$ cat src/design/ahb_apb_pkg.sv
//----------------------------------------------------------
// Shared definitions for the AHB-Lite to APB bridge
// Bus widths, bridge state encoding, AHB transfer encodings
//----------------------------------------------------------
package ahb_apb_pkg;

  //----------------------------------------------------------
  // Widths
  //----------------------------------------------------------
  localparam int ADDR_W = 16;          // 64 KB APB space
  localparam int DATA_W = 32;          // Word width on both buses
  localparam int STRB_W = DATA_W / 8;  // One strobe per byte lane

  //----------------------------------------------------------
  // Bridge state
  //----------------------------------------------------------
  // APB side runs on the pclken strobe
  // Error response takes two HCLK cycles on AHB
  typedef enum logic [2:0] {
    ST_IDLE       = 3'd0,  // Nothing pending
    ST_APB_WAIT   = 3'd1,  // Accepted, waiting for pclken
    ST_APB_SETUP  = 3'd2,  // psel only
    ST_APB_ACCESS = 3'd3,  // psel and penable
    ST_END_OK     = 3'd4,  // Okay, read data registered
    ST_ERR_1      = 3'd5,  // Error, hreadyout low
    ST_ERR_2      = 3'd6   // Error, hreadyout high
  } bridge_state_e;

  //----------------------------------------------------------
  // AHB encodings
  //----------------------------------------------------------
  typedef enum logic [1:0] {
    IDLE   = 2'b00,
    BUSY   = 2'b01,
    NONSEQ = 2'b10,  // First beat or single
    SEQ    = 2'b11   // Later beats of a burst
  } htrans_e;

  // Only sizes up to a word are meaningful here
  typedef enum logic [2:0] {
    BYTE = 3'b000,
    HALF = 3'b001,
    WORD = 3'b010
  } hsize_e;

endpackage
$ cat src/design/ahb_to_apb_bridge.sv
//----------------------------------------------------------
// AHB-Lite to APB bridge, top level
// Address capture, APB sequencer and AHB response stages,
// write data pass-through, APB activity for clock gating
//----------------------------------------------------------
module ahb_to_apb_bridge
(
  input  logic                           HCLK,
  input  logic                           HRESETn,
  input  logic                           pclken,     // APB rate enable

  // AHB slave side
  input  logic                           hsel,
  input  logic [ahb_apb_pkg::ADDR_W-1:0] haddr,
  input  ahb_apb_pkg::htrans_e           htrans,
  input  ahb_apb_pkg::hsize_e            hsize,
  input  logic [3:0]                     hprot,
  input  logic                           hwrite,
  input  logic                           hready,     // Bus-wide ready
  input  logic [ahb_apb_pkg::DATA_W-1:0] hwdata,
  output logic                           hreadyout,
  output logic [ahb_apb_pkg::DATA_W-1:0] hrdata,
  output logic                           hresp,

  // APB master side
  input  logic [ahb_apb_pkg::DATA_W-1:0] prdata,
  input  logic                           pready,
  input  logic                           pslverr,
  output logic [ahb_apb_pkg::ADDR_W-1:0] paddr,
  output logic                           penable,
  output logic                           pwrite,
  output logic [ahb_apb_pkg::STRB_W-1:0] pstrb,
  output logic [2:0]                     pprot,
  output logic [ahb_apb_pkg::DATA_W-1:0] pwdata,
  output logic                           psel,

  output logic                           apb_active  // Clock gating hint
);
  import ahb_apb_pkg::*;

  logic          xfer_start;  // Accepted address phase
  bridge_state_e state;

  //----------------------------------------------------------
  // Stage 1, address phase capture
  //----------------------------------------------------------
  ahb_addr_capture capture_i (
    .HCLK       (HCLK),
    .HRESETn    (HRESETn),
    .hsel       (hsel),
    .haddr      (haddr),
    .htrans     (htrans),
    .hsize      (hsize),
    .hprot      (hprot),
    .hwrite     (hwrite),
    .hready     (hready),
    .xfer_start (xfer_start),
    .paddr      (paddr),
    .pwrite     (pwrite),
    .pstrb      (pstrb),
    .pprot      (pprot)
  );

  //----------------------------------------------------------
  // Stage 2, APB phase sequencing
  //----------------------------------------------------------
  apb_sequencer sequencer_i (
    .HCLK       (HCLK),
    .HRESETn    (HRESETn),
    .pclken     (pclken),
    .xfer_start (xfer_start),
    .pready     (pready),
    .pslverr    (pslverr),
    .state      (state),
    .psel       (psel),
    .penable    (penable)
  );

  //----------------------------------------------------------
  // Stage 3, AHB response
  //----------------------------------------------------------
  ahb_response response_i (
    .HCLK      (HCLK),
    .HRESETn   (HRESETn),
    .pclken    (pclken),
    .pready    (pready),
    .prdata    (prdata),
    .state     (state),
    .hreadyout (hreadyout),
    .hrdata    (hrdata),
    .hresp     (hresp)
  );

  // Write data is in the AHB data phase while APB setup runs
  assign pwdata = hwdata;

  // Active on a pending request or any non-idle state
  assign apb_active = (hsel && (htrans inside {NONSEQ, SEQ})) || (state != ST_IDLE);

endmodule

$ cat src/design/ahb_response.sv
//----------------------------------------------------------
// AHB response
// Registered read data, hreadyout and hresp decode
//----------------------------------------------------------
module ahb_response
(
  input  logic                           HCLK,
  input  logic                           HRESETn,
  input  logic                           pclken,
  input  logic                           pready,
  input  logic [ahb_apb_pkg::DATA_W-1:0] prdata,
  input  ahb_apb_pkg::bridge_state_e     state,
  output logic                           hreadyout,
  output logic [ahb_apb_pkg::DATA_W-1:0] hrdata,
  output logic                           hresp
);
  import ahb_apb_pkg::*;

  logic apb_done;  // Access phase completes this cycle

  assign apb_done = (state == ST_APB_ACCESS) && pclken && pready;

  //----------------------------------------------------------
  // Read data register
  //----------------------------------------------------------
  // Valid one cycle after completion, i.e. in the ending state
  always_ff @(posedge HCLK or negedge HRESETn)
  begin
    if (!HRESETn)
      hrdata <= '0;
    else if (apb_done)
      hrdata <= prdata;
  end

  //----------------------------------------------------------
  // Response decode
  //----------------------------------------------------------
  always_comb
  begin
    case (state)
      ST_IDLE:   hreadyout = 1'b1;
      ST_END_OK: hreadyout = 1'b1;  // Okay ending
      ST_ERR_2:  hreadyout = 1'b1;  // Second error cycle
      default:   hreadyout = 1'b0;  // Waiting or in APB transfer
    endcase
  end

  // Held through both error cycles
  assign hresp = (state == ST_ERR_1) || (state == ST_ERR_2);

  // Two-cycle error: low ready first, then high ready
  a_err_two_cycle: assert property (@(posedge HCLK) disable iff (!HRESETn)
    (state == ST_ERR_1) |-> (hresp && !hreadyout) ##1 (hresp && hreadyout))
    else $error("response: malformed error response");

endmodule

$ cat src/design/apb_sequencer.sv
//----------------------------------------------------------
// APB transfer sequencer
// Bridge state register, next-state logic, psel and
// penable decode
//----------------------------------------------------------
module apb_sequencer
(
  input  logic                       HCLK,
  input  logic                       HRESETn,
  input  logic                       pclken,      // APB clock enable
  input  logic                       xfer_start,  // From address capture
  input  logic                       pready,
  input  logic                       pslverr,
  output ahb_apb_pkg::bridge_state_e state,
  output logic                       psel,
  output logic                       penable
);
  import ahb_apb_pkg::*;

  bridge_state_e next_state;

  //----------------------------------------------------------
  // Next state
  //----------------------------------------------------------
  always_comb
  begin
    next_state = state;  // Hold unless told otherwise
    case (state)
      // A new transfer can start from the ready states
      ST_IDLE, ST_END_OK, ST_ERR_2:
      begin
        if (xfer_start && pclken)
          next_state = ST_APB_SETUP;  // Straight to setup on an APB edge
        else if (xfer_start)
          next_state = ST_APB_WAIT;   // Hold until next APB edge
        else
          next_state = ST_IDLE;
      end
      ST_APB_WAIT:
      begin
        if (pclken)
          next_state = ST_APB_SETUP;
      end
      ST_APB_SETUP:
      begin
        if (pclken)
          next_state = ST_APB_ACCESS;  // Setup lasts one APB cycle
      end
      ST_APB_ACCESS:
      begin
        // Completion only on an APB edge with pready
        if (pclken && pready)
        begin
          if (pslverr)
            next_state = ST_ERR_1;
          else
            next_state = ST_END_OK;
        end
      end
      // Second error cycle follows regardless of pclken
      ST_ERR_1: next_state = ST_ERR_2;
      default:  next_state = ST_IDLE;
    endcase
  end

  //----------------------------------------------------------
  // State register
  //----------------------------------------------------------
  always_ff @(posedge HCLK or negedge HRESETn)
  begin
    if (!HRESETn)
      state <= ST_IDLE;
    else
      state <= next_state;
  end

  // APB control straight from state
  assign psel    = (state == ST_APB_SETUP) || (state == ST_APB_ACCESS);
  assign penable = (state == ST_APB_ACCESS);

  // Address phase only accepted while the AHB side is ready
  a_start_when_ready: assert property (@(posedge HCLK) disable iff (!HRESETn)
    xfer_start |-> (state inside {ST_IDLE, ST_END_OK, ST_ERR_2}))
    else $error("sequencer: transfer accepted while busy");

endmodule

$ cat src/design/ahb_addr_capture.sv
//----------------------------------------------------------
// AHB address phase capture
// Transfer start detect, APB address, direction, byte
// strobes and protection registered on an accepted transfer
//----------------------------------------------------------
module ahb_addr_capture
(
  input  logic                           HCLK,
  input  logic                           HRESETn,
  input  logic                           hsel,
  input  logic [ahb_apb_pkg::ADDR_W-1:0] haddr,
  input  ahb_apb_pkg::htrans_e           htrans,
  input  ahb_apb_pkg::hsize_e            hsize,
  input  logic [3:0]                     hprot,
  input  logic                           hwrite,
  input  logic                           hready,
  output logic                           xfer_start,  // Accepted address phase
  output logic [ahb_apb_pkg::ADDR_W-1:0] paddr,
  output logic                           pwrite,
  output logic [ahb_apb_pkg::STRB_W-1:0] pstrb,
  output logic [2:0]                     pprot
);
  import ahb_apb_pkg::*;

  logic [ADDR_W-3:0] addr_q;  // Word address only
  logic [STRB_W-1:0] strb_d;
  logic [2:0]        prot_d;

  // Selected, real transfer, previous data phase done
  assign xfer_start = hsel && hready && (htrans inside {NONSEQ, SEQ});

  // Byte lanes from size and address with none on reads
  always_comb
  begin
    strb_d = '0;
    if (hwrite)
    begin
      case (hsize)
        BYTE:    strb_d = STRB_W'(1) << haddr[1:0];            // Single lane
        HALF:    strb_d = haddr[1] ? 4'b1100 : 4'b0011;       // Lane pair
        default: strb_d = '1;                                 // Word
      endcase
    end
  end

  // Privileged from hprot[1] and instruction when hprot[0] is clear
  assign prot_d = {~hprot[0], 1'b0, hprot[1]};

  always_ff @(posedge HCLK or negedge HRESETn)
  begin
    if (!HRESETn)
    begin
      addr_q <= '0;
      pwrite <= 1'b0;
      pstrb  <= '0;
      pprot  <= '0;
    end
    else if (xfer_start)
    begin
      addr_q <= haddr[ADDR_W-1:2];
      pwrite <= hwrite;
      pstrb  <= strb_d;
      pprot  <= prot_d;
    end
  end

  assign paddr = {addr_q, 2'b00};  // Word aligned

  // Larger sizes and misaligned addresses have no strobe pattern
  a_start_aligned: assert property (@(posedge HCLK) disable iff (!HRESETn)
    xfer_start |-> (hsize == BYTE) || (hsize == HALF && !haddr[0]) ||
                   (hsize == WORD && haddr[1:0] == 2'b00))
    else $error("address capture: unsupported size or misaligned address");

endmodule

$ cat config.mk
export PLATFORM = sky130hd
export DESIGN_NAME = ahb_to_apb_bridge
export DESIGN_NICKNAME = d
export VERILOG_FILES = /design/src/design/ahb_apb_pkg.sv /design/src/design/ahb_to_apb_bridge.sv /design/src/design/ahb_response.sv /design/src/design/apb_sequencer.sv /design/src/design/ahb_addr_capture.sv
export SDC_FILE = /design/constraint.sdc
export NUM_CORES = 1
export LEC_CHECK = 0
export BUFFER_PORTS_ARGS = -buffer_cell sky130_fd_sc_hd__buf_2
export CELL_PAD_IN_SITES_DETAIL_PLACEMENT = 0
export CELL_PAD_IN_SITES_GLOBAL_PLACEMENT = 1
export CORE_MARGIN = 2
export CORE_UTILIZATION = 32
export CTS_BUF_LIST = sky130_fd_sc_hd__clkbuf_16
export DETAILED_ROUTE_END_ITERATION = 12
export PLACE_DENSITY = 0.88
export REMOVE_ABC_BUFFERS = 1
export SETUP_SLACK_MARGIN = 0.05
export SYNTH_ARGS = -nofsm -noshare
export SYNTH_HDL_FRONTEND = slang
export SYNTH_SLANG_ARGS = --single-unit
$ cat constraint.sdc
create_clock -name HCLK -period 2.9 [get_ports HCLK]
set_input_delay 0.58 -clock HCLK [delete_from_list [all_inputs] [get_ports HCLK]]
set_output_delay 0.58 -clock HCLK [all_outputs]
set_load 0.01 [all_outputs]
==> metrics.txt <==
clock latency on the worst-skew pair=280 ps; HP Class=in2async; Synth Register Bits=56; Fin. Hold Viols=0; VDD IR max=0.000247 V; CP required=2320 ps; Die Y=94.9 µm; initial antenna violation count=0; Post-synth ARST share=100%; I/O Pins=190; Total Wirelength=6500 µm; fraction of layout cells with a size suffix above 1=52.1%; Critical Path Sink=penable; worst flop-to-flop path endpoint=response_i.hrdata[20]; clk sink count=56; status=finished, final reports clean; worst slew pin tran=863 ps; post-synth top area share=53.0%; IO buf count=119; Clock Tree Buf Depth=2; reg-to-reg slack, setup=1000 ps; Slew Viols, Final=0; Die ar.=9010 µm²; grt met1 use=18.7%; First DRT Iteration DRCs=37; post-CTS setup buffer count=0; Post-DP HPWL=4910 µm; Synth Area per Inst=11.9 µm²; Antenna Nets Post-Route=0; # nets final=407; # rows=33; crit path max fanout=8; worst reg-to-reg path cell count=4; # DRC=0; worst relative slew slack=42.3%; fin crit period=2120 ps; total CTS buffers=5; M2 GR Usage=17.5%; Yosys warning count=0; register area share after synthesis=53.0%; # H-tree levels=2; clk root buf=clkbuf_16; Setup CP Type=reg2out; vias in the first global route=1785; fmax=0.471 GHz; vias per cell=4.54; CP Cell Sequence=nor2b_1, and2_1, buf_2; DRT Pass-1 Iters=5; Setup Skew=4.80 ps; PwrDens=909 nW/µm²; CP Capture Type=primary output; Post-Synthesis Cells=222; Max-Cap Viols=0; Die W=94.9 µm; Initial Util=32.7%; CP max-delay cell=nor2b_1; Top FF cell, synth=dfrtp_1; Setup crit start=sequencer_i.state[2]; Yosys top cell by area=dfrtp_1; endpoints failing setup=0; CP Launch Type=flop; clk slew on worst S/H paths=70 ps; CTS tree=yes; CP Data Arrival Time=1540 ps; DR WL/cell=15.6 µm; CTS Hold Buffers Added=0; grt met3 use=12.1%; Post-Route Setup TNS=0 ps; wire length of the first global-routing pass=9640 µm; dominant cells by area after synthesis=dfrtp_1 53%, mux2_4 17%, buf_4 10%; core area=8090 µm²; grt total ovfl=0; GR peak layer=met1; r2r startpoint=sequencer_i.state[2]; routability cong.=0.704; commonest non-fill, non-tap cell in the layout=buf_2; Post-synth EDFFs=0; Crit path largest cell delay=480 ps; diodes inserted=0; vias post-DR=1889; Netlist cell types=25; crit share post-route=73.2%; utilization after layout=39.9%; most frequent cells in the layout=119 x buf_2, 56 x dfrtp_1, 50 x nand2_1; CTS-repair resized insts=0; P_leak=1.80 nW; gr usage total=14.4%; RSZ-0062 raised after global routing=false; largest net degree at the start of global routing=41; filler instances=807; P&R area growth vs syn=22.0%; Post-Syn Area=2640 µm²
==> critical path, delay by kind of cell, from the launching register on <==
kind	cells	cell delay, ps
flops	1	460
buf+inv	1	120
simple gates	2	680
==> routing by layer <==
layer | share of wire [%] | up-vias
met5 | 0.62 | -
met4 | 0.77 | 2
met3 | 19 | 9
met2 | 36 | 141
met1 | 44 | 873
li1 | - | 864
==> registers in the layout, indices dropped and copies added, names as in the netlist <==
signal / flops
response_i.hrdata: 32
capture_i.pstrb: 4
sequencer_i.state: 3
capture_i.pwrite: 1
capture_i.pprot: 2
capture_i.addr_q: 14
==> cell usage after synthesis (2+ instances only) <==
| master | number |
|---|---|
| a22o_1 | 5 |
| nand2b_1 | 2 |
| dfrtp_1 | 56 |
| inv_1 | 3 |
| o21ai_0 | 7 |
| nand2_1 | 50 |
| and2_1 | 2 |
| clkbuf_1 | 5 |
| mux2_2 | 2 |
| nor2_1 | 5 |
| nand3_1 | 2 |
| nor2b_1 | 3 |
| buf_6 | 3 |
| mux2_4 | 30 |
| buf_4 | 36 |
| a21boi_0 | 2 |
==> power breakdown <==
part / leakage (nW) / internal [W] / total (W) / switching, W
clock network: 0.0687 / 0.000314 / 0.000567 / 0.000253
logic: 1.05 / 0.000635 / 0.00111 / 0.000480
registers: 0.682 / 0.00107 / 0.00125 / 0.000178
total: 1.80 / 0.00202 / 0.00293 / 0.000911
==> final cells by class <==
| cell class | instances | area (µm²) | area share (%) |
|---|---|---|---|
| sequential | 56 | 1400 | 43.4 |
| multi-input combinational | 121 | 916 | 28.4 |
| timing repair buffer | 123 | 626 | 19.4 |
| tap | 105 | 131 | 4.07 |
| clock buffer | 5 | 125 | 3.88 |
| clock inverter | 3 | 15.0 | 0.465 |
| inverter | 3 | 11.3 | 0.349 |
==> how the worst min path moves through the flow <==
stage / end / depth (start not counted) / startpoint
after floorplan: capture_i.addr_q[0] / 0 / HRESETn
after global placement: capture_i.pprot[0] / 2 / capture_i.pprot[0]
after detailed placement: capture_i.addr_q[12] / 2 / capture_i.addr_q[12]
after CTS: sequencer_i.state[0] / 1 / HRESETn
after global routing: response_i.hrdata[9] / 1 / HRESETn
final: sequencer_i.state[0] / 1 / HRESETn
==> through the flow <==
| step | setup slack [ps] | cells | total power (W) | hold slack, ps | area (µm²) |
|---|---|---|---|---|---|
| finish | 776 | 416 | 0.00293 | 403 | 3230 |
| global placement | 1030 | 408 | 0.00235 | 455 | 3090 |
| detailed placement | 983 | 408 | 0.00238 | 459 | 3090 |
| floorplan | 768 | 180 | 0.00193 | 284 | 2330 |
| global route | 638 | 416 | 0.00314 | 476 | 3230 |
| CTS | 770 | 416 | 0.00297 | 427 | 3230 |
==> cell families (layout without fill, tap and decap cells) <==
family | count (synthesis) | count (layout) | share of synthesized area, %
muxes | 32 | 32 | 17.9
and+or+nand+nor | 66 | 66 | 10.9
other | 1 | 3 | 0.142
buffers and inverters | 47 | 134 | 12.6
AOI/OAI and AO/OA | 20 | 20 | 5.44
DFF | 56 | 56 | 53.0
No activity file was read; power rests on OpenSTA's default activity.
